===== src/include/proc_defs.svh =====
`ifndef PROC_DEFS_SVH
`define PROC_DEFS_SVH

//////////////////////////////////////////////////
// Core sizing
//////////////////////////////////////////////////
`define PROC_WORD_W     16  // Data and instruction width
`define PROC_REG_COUNT  16  // Architectural registers including r0
`define PROC_IBUF_DEPTH 4   // Instruction queue entries

//////////////////////////////////////////////////
// Fetch addressing
//////////////////////////////////////////////////
`define PROC_RESET_PC   0   // First fetch address
`define PROC_PC_STEP    2   // Byte step between instructions

`endif


===== src/hw/proc_pkg.sv =====
`include "proc_defs.svh"

package proc_pkg;

  typedef logic [`PROC_WORD_W-1:0]            word_t;     // Data or instruction word
  typedef logic [$clog2(`PROC_REG_COUNT)-1:0] reg_idx_t;  // Register number

  // Opcode field encodings in bits 15 to 12
  typedef enum logic [3:0] {
    OP_ADD = 4'd0,   // Saturating add
    OP_SUB = 4'd1,   // Saturating subtract
    OP_XOR = 4'd2,
    OP_SLL = 4'd4,   // Shift left logical by imm4
    OP_SRA = 4'd5,   // Shift right arithmetic by imm4
    OP_ROR = 4'd6,   // Rotate right by imm4
    OP_LLB = 4'd10,  // Load low byte
    OP_LHB = 4'd11,  // Load high byte
    OP_PCS = 4'd14,  // Write next-instruction address
    OP_HLT = 4'd15   // Stop the core
  } opcode_t;

  // Functions the ALU knows about
  typedef enum logic [2:0] {
    ALU_ADD,
    ALU_SUB,
    ALU_XOR,
    ALU_SLL,
    ALU_SRA,
    ALU_ROR,
    ALU_LLB,
    ALU_LHB
  } alu_op_t;

  // Field view of an instruction word
  typedef struct packed {
    opcode_t  opcode;  // Bits 15 to 12
    reg_idx_t rd;      // Destination
    reg_idx_t rs;      // First source or upper nibble of imm8
    reg_idx_t rt;      // Second source, shift amount or lower nibble of imm8
  } instr_t;

  // One instruction queue slot
  typedef struct packed {
    word_t instr;    // Raw instruction word
    word_t next_pc;  // Address of the following instruction
  } ibuf_entry_t;

endpackage


===== src/hw/alu.sv =====
`timescale 1ns/100ps
`default_nettype none
`include "proc_defs.svh"

module alu (
  input  logic              clk,     // Core clock
  input  logic              rst_n,   // Async reset, active low
  input  logic              start,   // Operands valid this cycle
  input  proc_pkg::alu_op_t op,      // Function select
  input  proc_pkg::word_t   a,       // First operand
  input  proc_pkg::word_t   b,       // Second operand or shift amount
  output logic              busy,    // Shift in progress
  output logic              done,    // Result valid this cycle
  output proc_pkg::word_t   result   // Function output
);

  import proc_pkg::*;

  localparam int W    = `PROC_WORD_W;
  localparam int H    = W / 2;        // Byte boundary for LLB and LHB
  localparam int SH_W = $clog2(W);    // Shift amount width

  logic [SH_W-1:0] shamt;     // Requested shift distance
  logic [SH_W-1:0] cnt;       // Steps still to go
  logic            is_shift;
  word_t           sum;
  word_t           diff;
  logic            add_ovf;   // Signed overflow on add
  logic            sub_ovf;   // Signed overflow on subtract
  word_t           sat_val;   // Clamp value chosen by sign of a
  word_t           comb_res;  // Single-cycle result
  word_t           sh_q;      // Shift register
  alu_op_t         op_q;      // Shift kind held during the run

  // One bit of movement per call
  function automatic word_t shift_step(input alu_op_t f, input word_t v);
    case (f)
      ALU_SLL: shift_step = {v[W-2:0], 1'b0};
      ALU_SRA: shift_step = {v[W-1], v[W-1:1]};  // Sign fills from the top
      default: shift_step = {v[0], v[W-1:1]};    // Rotate right
    endcase
  endfunction

  assign shamt    = b[SH_W-1:0];
  assign is_shift = (op == ALU_SLL) || (op == ALU_SRA) || (op == ALU_ROR);

  //////////////////////////////////////////////////
  // Single-cycle datapath
  //////////////////////////////////////////////////
  assign sum     = a + b;
  assign diff    = a - b;
  assign add_ovf = (a[W-1] == b[W-1]) && (sum[W-1] != a[W-1]);
  assign sub_ovf = (a[W-1] != b[W-1]) && (diff[W-1] != a[W-1]);
  assign sat_val = a[W-1] ? {1'b1, {(W-1){1'b0}}} : {1'b0, {(W-1){1'b1}}};

  always_comb begin
    case (op)
      ALU_ADD: comb_res = add_ovf ? sat_val : sum;
      ALU_SUB: comb_res = sub_ovf ? sat_val : diff;
      ALU_XOR: comb_res = a ^ b;
      ALU_LLB: comb_res = {a[W-1:H], b[H-1:0]};  // Keep high byte
      ALU_LHB: comb_res = {b[H-1:0], a[H-1:0]};  // Keep low byte
      default: comb_res = a;                     // Shift by zero
    endcase
  end

  //////////////////////////////////////////////////
  // Iterative shifter
  //////////////////////////////////////////////////
  always_ff @(posedge clk or negedge rst_n) begin
    if (!rst_n) begin
      cnt <= '0;
    end else if (start && is_shift && (shamt != '0)) begin
      cnt <= shamt;                 // Load distance
    end else if (cnt != '0) begin
      cnt <= cnt - 1'b1;            // One step per cycle
    end
  end

  always_ff @(posedge clk) begin
    if (start) begin
      sh_q <= a;
      op_q <= op;
    end else if (cnt != '0) begin
      sh_q <= shift_step(op_q, sh_q);
    end
  end

  assign busy   = (cnt != '0);
  assign done   = (start && !(is_shift && (shamt != '0))) || (cnt == SH_W'(1));
  assign result = busy ? shift_step(op_q, sh_q) : comb_res;  // Last step is combinational

endmodule

`default_nettype wire


===== src/hw/exec_unit.sv =====
`timescale 1ns/100ps
`default_nettype none

module exec_unit (
  input  logic                  clk,           // Core clock
  input  logic                  rst_n,         // Async reset, active low
  input  logic                  empty,         // Queue has nothing to issue
  input  proc_pkg::ibuf_entry_t pop_entry,     // Head of the queue
  output logic                  pop,           // Take the head entry
  output logic                  halted,        // HLT has been executed
  output logic                  retire_valid,  // A register write completed
  output proc_pkg::reg_idx_t    retire_rd,     // Register written
  output proc_pkg::word_t       retire_data    // Value written
);

  import proc_pkg::*;

  instr_t   instr;       // Field view of the head word
  alu_op_t  alu_op;
  logic     is_alu;      // Opcode goes through the ALU
  logic     byte_ld;     // LLB or LHB
  logic     imm_shift;   // SLL, SRA or ROR
  reg_idx_t rs_idx;
  word_t    rs_data;
  word_t    rt_data;
  word_t    alu_b;
  logic     alu_start;
  logic     alu_busy;
  logic     alu_done;
  word_t    alu_result;
  reg_idx_t rd_q;        // Destination of a running shift
  logic     pcs_wr;      // PCS write this cycle
  logic     wr_en;
  reg_idx_t wr_idx;
  word_t    wr_data;

  assign instr = instr_t'(pop_entry.instr);
  assign pop   = !empty && !alu_busy && !halted;  // Idle means no shift running

  //////////////////////////////////////////////////
  // Decode
  //////////////////////////////////////////////////
  always_comb begin
    is_alu    = 1'b1;
    byte_ld   = 1'b0;
    imm_shift = 1'b0;
    alu_op    = ALU_ADD;
    case (instr.opcode)
      OP_ADD:  alu_op = ALU_ADD;
      OP_SUB:  alu_op = ALU_SUB;
      OP_XOR:  alu_op = ALU_XOR;
      OP_SLL:  begin alu_op = ALU_SLL; imm_shift = 1'b1; end
      OP_SRA:  begin alu_op = ALU_SRA; imm_shift = 1'b1; end
      OP_ROR:  begin alu_op = ALU_ROR; imm_shift = 1'b1; end
      OP_LLB:  begin alu_op = ALU_LLB; byte_ld = 1'b1; end
      OP_LHB:  begin alu_op = ALU_LHB; byte_ld = 1'b1; end
      default: is_alu = 1'b0;   // PCS, HLT and unsupported codes
    endcase
  end

  assign rs_idx = byte_ld ? instr.rd : instr.rs;  // Byte loads merge into rd

  always_comb begin
    if (byte_ld) begin
      alu_b = word_t'(pop_entry.instr[7:0]);   // imm8
    end else if (imm_shift) begin
      alu_b = word_t'(instr.rt);               // imm4 shift amount
    end else begin
      alu_b = rt_data;
    end
  end

  assign alu_start = pop && is_alu;
  assign pcs_wr    = pop && (instr.opcode == OP_PCS);

  reg_file i_rf (
    .clk     (clk),
    .rst_n   (rst_n),
    .rs_idx  (rs_idx),
    .rt_idx  (instr.rt),
    .rs_data (rs_data),
    .rt_data (rt_data),
    .wr_en   (wr_en),
    .wr_idx  (wr_idx),
    .wr_data (wr_data)
  );

  alu i_alu (
    .clk    (clk),
    .rst_n  (rst_n),
    .start  (alu_start),
    .op     (alu_op),
    .a      (rs_data),
    .b      (alu_b),
    .busy   (alu_busy),
    .done   (alu_done),
    .result (alu_result)
  );

  //////////////////////////////////////////////////
  // Write-back and halt
  //////////////////////////////////////////////////
  assign wr_en   = alu_done || pcs_wr;
  assign wr_idx  = alu_busy ? rd_q : instr.rd;            // Shift finishing uses latched rd
  assign wr_data = pcs_wr ? pop_entry.next_pc : alu_result;

  always_ff @(posedge clk) begin
    if (alu_start) begin
      rd_q <= instr.rd;
    end
    if (wr_en) begin
      retire_rd   <= wr_idx;
      retire_data <= wr_data;
    end
  end

  always_ff @(posedge clk or negedge rst_n) begin
    if (!rst_n) begin
      retire_valid <= 1'b0;
      halted       <= 1'b0;
    end else begin
      retire_valid <= wr_en;
      if (pop && (instr.opcode == OP_HLT)) begin
        halted <= 1'b1;             // Held until reset
      end
    end
  end

endmodule

`default_nettype wire


===== src/hw/fetch_unit.sv =====
`timescale 1ns/100ps
`default_nettype none
`include "proc_defs.svh"

module fetch_unit (
  input  logic                  clk,             // Core clock
  input  logic                  rst_n,           // Async reset, active low
  input  logic                  halted,          // Core has executed HLT
  input  logic                  full,            // Queue has no free slot
  input  logic                  mem_data_valid,  // Read data strobe
  input  proc_pkg::word_t       mem_data_in,     // Returned instruction word
  output logic                  mem_en,          // One-cycle read request
  output proc_pkg::word_t       mem_addr,        // Read address
  output proc_pkg::word_t       pc,              // Address of next fetch
  output logic                  push,            // Queue write strobe
  output proc_pkg::ibuf_entry_t push_entry       // Instruction plus next address
);

  import proc_pkg::*;

  //////////////////////////////////////////////////
  // Internal state
  //////////////////////////////////////////////////
  logic  run;      // Set on the first edge out of reset
  logic  waiting;  // One read is outstanding
  word_t pc_q;     // Program counter
  word_t next_pc;  // Address after the one being fetched

  assign next_pc = pc_q + word_t'(`PROC_PC_STEP);

  // New request only with no read in flight and room guaranteed in the queue
  assign mem_en   = run && !waiting && !full && !halted;
  assign mem_addr = pc_q;
  assign pc       = pc_q;

  // Response goes straight into the queue
  assign push               = mem_data_valid;
  assign push_entry.instr   = mem_data_in;
  assign push_entry.next_pc = next_pc;

  //////////////////////////////////////////////////
  // Request tracking and PC update
  //////////////////////////////////////////////////
  always_ff @(posedge clk or negedge rst_n) begin
    if (!rst_n) begin
      run     <= 1'b0;
      waiting <= 1'b0;
      pc_q    <= word_t'(`PROC_RESET_PC);
    end else begin
      run <= 1'b1;                  // Stays set until next reset
      if (mem_en) begin
        waiting <= 1'b1;            // Request launched
      end else if (mem_data_valid) begin
        waiting <= 1'b0;            // Memory answered
      end
      if (mem_data_valid) begin
        pc_q <= next_pc;            // Step past the fetched word
      end
    end
  end

endmodule

`default_nettype wire


===== src/hw/instr_queue.sv =====
`timescale 1ns/100ps
`default_nettype none
`include "proc_defs.svh"

module instr_queue (
  input  logic                  clk,         // Core clock
  input  logic                  rst_n,       // Async reset, active low
  input  logic                  push,        // Write strobe from fetch
  input  proc_pkg::ibuf_entry_t push_entry,  // Entry to store
  input  logic                  pop,         // Read strobe from execute
  output proc_pkg::ibuf_entry_t pop_entry,   // Head entry
  output logic                  full,        // No free slot
  output logic                  empty        // No valid entry
);

  import proc_pkg::*;

  localparam int DEPTH = `PROC_IBUF_DEPTH;
  localparam int PTR_W = $clog2(DEPTH);
  localparam int CNT_W = PTR_W + 1;
  localparam logic [PTR_W-1:0] LAST_PTR = PTR_W'(DEPTH - 1);  // Wrap point

  ibuf_entry_t      mem [DEPTH];  // Entry storage
  logic [PTR_W-1:0] wr_ptr;       // Next slot to fill
  logic [PTR_W-1:0] rd_ptr;       // Current head
  logic [CNT_W-1:0] count;        // Valid entries
  logic             do_push;
  logic             do_pop;

  assign full      = (count == CNT_W'(DEPTH));
  assign empty     = (count == '0);
  assign pop_entry = mem[rd_ptr];  // Head is valid while empty is low

  assign do_push = push && !full;   // Overflow is dropped
  assign do_pop  = pop && !empty;   // Underflow is ignored

  //////////////////////////////////////////////////
  // Storage write
  //////////////////////////////////////////////////
  always_ff @(posedge clk) begin
    if (do_push) begin
      mem[wr_ptr] <= push_entry;
    end
  end

  //////////////////////////////////////////////////
  // Pointers and occupancy
  //////////////////////////////////////////////////
  always_ff @(posedge clk or negedge rst_n) begin
    if (!rst_n) begin
      wr_ptr <= '0;
      rd_ptr <= '0;
      count  <= '0;
    end else begin
      if (do_push) begin
        wr_ptr <= (wr_ptr == LAST_PTR) ? '0 : wr_ptr + 1'b1;
      end
      if (do_pop) begin
        rd_ptr <= (rd_ptr == LAST_PTR) ? '0 : rd_ptr + 1'b1;
      end
      case ({do_push, do_pop})
        2'b10:   count <= count + 1'b1;  // Fill only
        2'b01:   count <= count - 1'b1;  // Drain only
        default: count <= count;         // Both or neither
      endcase
    end
  end

endmodule

`default_nettype wire


===== src/hw/proc_top.sv =====
`timescale 1ns/100ps
`default_nettype none

module proc_top (
  input  logic               clk,             // Core clock
  input  logic               rst_n,           // Async reset, active low
  input  logic               mem_data_valid,  // Read data strobe
  input  proc_pkg::word_t    mem_data_in,     // Read data
  output logic               mem_en,          // Read request pulse
  output proc_pkg::word_t    mem_addr,        // Read address
  output logic               hlt,             // Core halted
  output proc_pkg::word_t    pc,              // Program counter
  output logic               retire_valid,    // Write-back strobe
  output proc_pkg::reg_idx_t retire_rd,       // Written register
  output proc_pkg::word_t    retire_data      // Written value
);

  import proc_pkg::*;

  //////////////////////////////////////////////////
  // Fetch to queue to execute wiring
  //////////////////////////////////////////////////
  logic        push;        // Fetch writes an entry
  ibuf_entry_t push_entry;
  logic        pop;         // Execute takes the head
  ibuf_entry_t pop_entry;
  logic        full;        // Back-pressure to fetch
  logic        empty;       // Nothing for execute

  fetch_unit i_fetch (
    .clk            (clk),
    .rst_n          (rst_n),
    .halted         (hlt),          // Stops new requests
    .full           (full),
    .mem_data_valid (mem_data_valid),
    .mem_data_in    (mem_data_in),
    .mem_en         (mem_en),
    .mem_addr       (mem_addr),
    .pc             (pc),
    .push           (push),
    .push_entry     (push_entry)
  );

  instr_queue i_queue (
    .clk        (clk),
    .rst_n      (rst_n),
    .push       (push),
    .push_entry (push_entry),
    .pop        (pop),
    .pop_entry  (pop_entry),
    .full       (full),
    .empty      (empty)
  );

  exec_unit i_exec (
    .clk          (clk),
    .rst_n        (rst_n),
    .empty        (empty),
    .pop_entry    (pop_entry),
    .pop          (pop),
    .halted       (hlt),            // Also the top-level status
    .retire_valid (retire_valid),
    .retire_rd    (retire_rd),
    .retire_data  (retire_data)
  );

endmodule

`default_nettype wire


===== src/hw/reg_file.sv =====
`timescale 1ns/100ps
`default_nettype none
`include "proc_defs.svh"

module reg_file (
  input  logic               clk,      // Core clock
  input  logic               rst_n,    // Async reset, active low
  input  proc_pkg::reg_idx_t rs_idx,   // Read port A select
  input  proc_pkg::reg_idx_t rt_idx,   // Read port B select
  output proc_pkg::word_t    rs_data,  // Read port A data
  output proc_pkg::word_t    rt_data,  // Read port B data
  input  logic               wr_en,    // Write strobe
  input  proc_pkg::reg_idx_t wr_idx,   // Write select
  input  proc_pkg::word_t    wr_data   // Write data
);

  import proc_pkg::*;

  word_t regs [`PROC_REG_COUNT];  // Architectural state

  //////////////////////////////////////////////////
  // Write port
  //////////////////////////////////////////////////
  always_ff @(posedge clk or negedge rst_n) begin
    if (!rst_n) begin
      for (int i = 0; i < `PROC_REG_COUNT; i++) begin
        regs[i] <= '0;
      end
    end else if (wr_en && (wr_idx != '0)) begin
      regs[wr_idx] <= wr_data;    // r0 is never written
    end
  end

  // Reads bypass nothing and r0 returns zero
  assign rs_data = (rs_idx == '0) ? '0 : regs[rs_idx];
  assign rt_data = (rt_idx == '0) ? '0 : regs[rt_idx];

endmodule

`default_nettype wire


===== config.mk =====
export PLATFORM = sky130hd
export DESIGN_NAME = proc_top
export DESIGN_NICKNAME = d
export VERILOG_FILES = /design/src/hw/proc_pkg.sv /design/src/hw/alu.sv /design/src/hw/exec_unit.sv /design/src/hw/fetch_unit.sv /design/src/hw/instr_queue.sv /design/src/hw/proc_top.sv /design/src/hw/reg_file.sv
export VERILOG_INCLUDE_DIRS = /design/src /design/src/include
export SDC_FILE = /design/constraint.sdc
export NUM_CORES = 1
export LEC_CHECK = 0
export BUFFER_PORTS_ARGS = -buffer_cell sky130_fd_sc_hd__buf_4
export CORE_UTILIZATION = 60
export DETAILED_ROUTE_END_ITERATION = 8
export GPL_ROUTABILITY_DRIVEN = 1
export PLACE_DENSITY = 0.8
export SYNTH_ARGS = -nofsm -noshare
export SYNTH_HDL_FRONTEND = slang
export SYNTH_SLANG_ARGS = --single-unit

===== constraint.sdc =====
create_clock -name clk -period 10.2 [get_ports clk]
set_clock_uncertainty 0.1 [all_clocks]
set_input_delay 0.51 -clock clk [delete_from_list [all_inputs] [get_ports clk]]
set_output_delay 0.51 -clock clk [all_outputs]
set_load 0.01 [all_outputs]

# Yosys cells after proc, flatten, opt, wreduce, memory -nomap -nowiden
# Memories as Yosys holds them, arrays and structs flattened.
# Cells that the tools add are included.
# op_classes
n_eq_ne	28
n_bitwise	4
magnitude_cmp	4
div	0
shifts	0
mul	0
n_addsub	8
n_reduce_logical	43
muxes	37
# ops
cell	n
256-bit bitwise mux	1
16-bit two-way mux	16
16-bit binary-select mux with 4-bit select	2
16-bit case mux with 5 select lines	1
16-bit demux with 4-bit select	1
16-bit case mux with 2 select lines	1
3-bit case mux with 7 select lines	1
3-bit equality test (second input constant)	6
1-bit logical AND	18
16-bit adder	1
16-bit by 2-bit adder with 16-bit output (second input constant)	1
4-bit equality test (second input constant)	4
4-bit two-way mux	4
16-bit subtractor	1
16-bit XOR	1
5-bit greater-or-equal comparator (second input constant)	3
4-bit NOT with 5-bit output	3
4-bit by 3-bit equality test with 1-bit output (second input constant)	3
4-bit logical NOT	3
4-bit nonzero test	3
3-bit by 2-bit equality test with 1-bit output (second input constant)	3
4-bit by 1-bit equality test with 1-bit output (second input constant)	2
2-bit nonzero test	4
8-bit OR reduction	1
19 further kinds	40
# totals
latchBits	0
register_bits	330
output_inout_bits	55
ramBits	128
rom_bits	0
mem_count	1
elab_cells	155
inputBits	19
# memory_table
memory	depth	word_bits	read_ports	rd_ports_with_merged_regs	wr	line_no	source
i_queue.mem	4	32	1	0	1	instr_queue.sv:23	ibuf_entry_t mem [DEPTH];

# Logic depth before layout (Yosys ltp)
# An unclocked memory read counts as a cell.
# depth
word_depth	18
ltp_mapped	37
ltp_nobuf	28

# Modules after synthesis
# Synthesis repeated with hierarchy kept, for this count alone.
# hier_totals
cells_unflattened	1880
hier_area_um2	24693.7
# by_module_without_submodules
mod	n_inst	seq_area_each_um2	cells_per_inst	area_each_um2
reg_file	1	6030.8	941	13113.8
instr_queue	1	4018.9	208	5116.2
alu	1	670.6	506	3793.6
exec_unit	1	770.7	91	1411.4
fetch_unit	1	425.4	134	1258.7

# Worst setup path after synthesis
# OpenSTA, ideal clock, no wires.
# synth_timing
path_kind	register -> register
from	reg i_queue.rd_ptr[0]
to	reg i_exec.retire_data[7] (data pin)
t_arrival_ns	7.094
path_slack_ns	2.733
period_less_slack_ns	7.467
setup_ns	0.273
required_ns	9.827
n_path_buf	8
stages_incl_launch_ff	34
cell_sequence	dfrtp_1 > buf_6 > buf_6 > mux4_2 > buf_4 > nand3b_4 > a21o_1 > buf_4 > buf_6 > buf_6 > buf_2 > a211oi_1 > a211oi_1 > a311oi_1 > a21oi_1 > ha_1 > a21oi_1 > o21bai_1 > a221o_1 > nand3_1 > nor2_1 > mux2i_2 > a2111oi_2 > o31ai_1 > nand2b_1 > a21oi_1 > fa_1 > nand2_1 > and4b_1 > nor3_1 > nand2b_1 > mux2i_1 > clkbuf_1 > o22ai_1
# synth_via
elab_chain_len	17
# synth_lines
element	line_no	source
start: declaration	instr_queue.sv:25	logic [PTR_W-1:0] rd_ptr;
start signal: assignment	instr_queue.sv:59	rd_ptr <= (rd_ptr == LAST_PTR) ? '0 : rd_ptr + 1'b1;
memory 4 x 32 bit (*)	--	
4-bit equality test	exec_unit.sv:48	case (instr.opcode)
2-bit OR reduction (no source line)	--	
1-bit two-way mux	exec_unit.sv:48	
4-bit two-way mux	exec_unit.sv:61	assign rs_idx = byte_ld ? instr.rd : instr.rs;
4-bit NOT with 5-bit output (implied by the code)	reg_file.sv:35	assign rs_data = (rs_idx == '0) ? '0 : regs[rs_idx];
16-bit binary-select mux with 4-bit select	reg_file.sv:35	
16-bit two-way mux (implied by the code) (2 in series)	reg_file.sv:35	
16-bit two-way mux	reg_file.sv:35	
16-bit subtractor or 16-bit adder (tied branches)	alu.sv:51, alu.sv:50	
1-bit != test, on equally long branches	alu.sv:53, alu.sv:52	
1-bit logical AND, on equally long branches	alu.sv:53, alu.sv:52	
16-bit two-way mux, on equally long branches	alu.sv:59, alu.sv:58	
16-bit case mux with 5 select lines	alu.sv:57	case (op)
16-bit two-way mux	alu.sv:91	assign result = busy ? shift_step(op_q, sh_q) : comb_res;
16-bit two-way mux (*)	exec_unit.sv:105	assign wr_data = pcs_wr ? pop_entry.next_pc : alu_result;
named net i_exec.i_rf.wr_data[7]	reg_file.sv:14	input proc_pkg::word_t wr_data
end signal: assignment	exec_unit.sv:113	retire_data <= wr_data;
end: declaration	exec_unit.sv:13	output proc_pkg::word_t retire_data
# Mark *: on every way through the listed nets, which the timed path passes. The rest lies on a longest branch. The select of a mux whose other input is x is not followed.
# A chain may end at the register's enable or synchronous reset.

# Final worst setup path
# Ends and elaborated chain as after synthesis.

==> results.cfg <==
[setup_path]
critPathRequiredTime_ps = 10370
start_kind = flop
r2r_setup_slack_ps = 740
arrival_ps = 9630
worstPathMaxFanout = 45
cp-end-kind = flop
crit_type = reg2reg

[grt]
gr-usage-all-layers_pct = 38.5
use_met3_pct = 6.94
grt.busiest_layer = met2
antenna_found_initial = 0
gr-total-overflow = 0
use_met1_pct = 51.6
grt_pass1_vias = 20043
grtUsageMet2_pct = 59.5
grt_pass1_wl_mm = 125
grt_max_degree = 124

[route]
vias = 20275
drt_iter0_markers = 2698
avgViaCountPerCell = 7.04
firstDrtPassIters = 7
ant_nets = 0
drcViolationCount = 0
wl_per_cell_um = 28.8
wirelength_mm = 82.9

[floorplanning]
core_area_sq_mm = 0.0420
initial_core_util_pct = 60.9
fp.dieW_um = 209
dieArea_sq_mm = 0.0435
dieHeight_um = 209
io-pin-count = 74
std_cell_rows = 75

[sta]
hold_violations = 0
finalSetupViolations = 0
max_freq_mhz = 106
slew_violations = 0
tightest_slew_ps = 1130
setup_tns_ps = 0
period_share_pct = 92.7
min_period_ps = 9460
rsz0062_at_grt = false
slew_headroom_pct = 24.5

[outcome]
status = finished, final reports clean

[clocking]
clkTransAtPathRegs_ps = 60
holdBufCountCts = 3
cts_resized = 0
cts_root_buf = clkbuf_16
clk_path_buf_depth = 3
clock_sinks = 437
clock_latency_ps = 600
post_cts_buffers = 0
cts_buffers = 47
htreeDepth = 2
tritoncts = yes

[synth]
synth_cells = 2292
synth_compound_area_share_pct = 15.2
async_reset_ff_share_pct = 61.8
synthXorXnorAreaFrac_pct = 1.84
ys_seq_area_share_pct = 46.0
synth_simple_gate_area_share_pct = 10.2
synth-seq-cells = 437
ys_types = 95
ys_warn_count = 0
avgSynthCellArea_sq_um = 11.2
synth_edf_count = 167
synth_top_area_share_pct = 26.4
yosysTopAreaCell = dfrtp_1
synth_top_family_by_area = multiplexers
syn_area_sq_mm = 0.0256
synth_mux_area_share_pct = 19.7
ys_top_cells_by_area = dfrtp_1, edfxtp_1, mux2i_1
synth_ff_type = dfrtp_1
synthAdderAreaFrac_pct = 2.27

[placed_design]
hpwlAfterDp_mm = 55.5
numPortBuffers = 71
gp_congestion = 0.993

[layout]
drive_gt1_share_pct = 21.9
final_nets = 2367
fillers = 3085
area_growth_pct = 10.2

[worst_hold_path]
hold_path.class = in2reg

[flow_run]
drv_cap = 0
==> per-stage QoR <==
step / setup WS (ps) / utilization, % / std cells / hold WS, ps / cell area [sq um]
after global placement: 1030 / 63.0 / 2791 / 364 / 26500
after detailed placement: 948 / 63.0 / 2791 / 370 / 26500
after global routing: 341 / 67.1 / 2880 / 5.25 / 28200
after floorplan: 2730 / - / 2293 / 114 / 25600
final: 745 / 67.1 / 2881 / 16.5 / 28200
after CTS: 900 / 67.1 / 2880 / 0.626 / 28200
==> critical path: stages (launching register included) <==
cell and delay (ps):
dfrtp_2 710, mux4_2 770, and4b_1 530, a21o_4 590, buf_4 420, mux2i_1 120, o211ai_1 150, o21ai_0 110
mux2i_1 560, ha_1 420, inv_1 120, o21bai_1 120, a221o_1 390, nand3_1 140, nor2_1 60, mux2i_2 290
a2111oi_2 140, o31ai_1 470, nand2b_1 100, a21oi_1 230, fa_1 480, nand2_1 90, and4b_1 260, nor3_1 630
nand2b_1 130, mux2i_1 440, buf_4 350, o22ai_1 160
==> cells by family (layout without fill, tap and decap cells) <==
kind of cell             Yosys count  in the layout
AO/OA/AOI/OAI                    536            536
XOR/XNOR                          53             53
adder cells (fa/ha/maj)           44             44
buffers and inverters            249            297
flip-flops                       437            437
multiplexers                     403            403
other                              2              4
AND/OR/NAND/NOR                  568            568
==> path summary, 6_finish.rpt <==
check / from / end / depth (start not counted)
max in group asynchronous: rst_n / i_queue.rd_ptr[0] / 4
worst min-delay path: mem_data_in[5] / i_queue.mem[2][21] / 1
min in group asynchronous: rst_n / i_exec.retire_valid / 2
worst max-delay path: i_queue.rd_ptr[0] / i_exec.retire_data[7] / 27
worst min register to register: i_fetch.waiting / i_fetch.waiting / 1
worst max register to register: i_queue.rd_ptr[0] / i_exec.retire_data[7] / 27
==> cell type report <==
| cell class | count | area, sq um | area share [%] |
|---|---|---|---|
| antenna | 1 | 2.50 | 0.00888 |
| clock buffer | 67 | 1370 | 4.87 |
| clock inverter | 19 | 282 | 0.999 |
| inverter | 65 | 244 | 0.865 |
| multi-input combinational | 1607 | 12700 | 45.0 |
| sequential | 437 | 11800 | 41.8 |
| tap | 539 | 674 | 2.39 |
| timing repair buffer | 146 | 1150 | 4.07 |
==> cell usage after synthesis, drive strengths merged, types with 7 or more instances <==
library cell    n
mux2i         183
xor2           19
o22ai          10
and2           13
inv            63
xnor2          34
o221ai          8
and3           23
a221oi         19
ha             40
nand4          11
nor2          116
nand2         279
clkbuf         71
o211ai         24
a211oi         24
dfrtp         270
nor3           31
o31a           31
or3             9
mux2          156
nor2b          14
a221o          12
a311oi         13
o21ai          95
mux4           64
buf           113
a21oi          96
a32oi           9
nand3          41
edfxtp        167
nand2b         14
o21bai          7
a31oi          50
o31ai          86
==> state kept, by name (all words and copies together) (netlist names), 2 cells and up <==
| register | count |
|---|---|
| i_exec.i_rf.regs | 240 |
| i_exec.retire_rd | 4 |
| i_fetch.mem_addr | 15 |
| i_exec.i_alu.sh_q | 16 |
| i_queue.rd_ptr | 2 |
| i_exec.i_alu.cnt | 4 |
| i_queue.count | 3 |
| i_queue.wr_ptr | 2 |
| i_exec.retire_data | 16 |
| i_queue.mem | 124 |
| i_exec.i_alu.op_q | 3 |
| i_exec.rd_q | 4 |
==> cells in the final DEF (no fill, tap or decap), types with 62 or more instances in the layout <==
cell type	n
nand2_1	279
dfrtp_1	269
mux2i_1	179
edfxtp_1	167
mux2_2	156
buf_4	139
nor2_1	115
a21oi_1	89
o21ai_0	78
o31ai_1	75
mux4_2	62
inv_1	62
==> per-layer routing <==
metal	vias to the layer above	part of all wire, %
li1	8608	-
met1	10012	38
met2	1350	45
met3	305	10
met4	0	6.1
met5	-	0
Power is not shown: default switching activity piles up to over one toggle a cycle in this logic, so the estimate is an artifact.
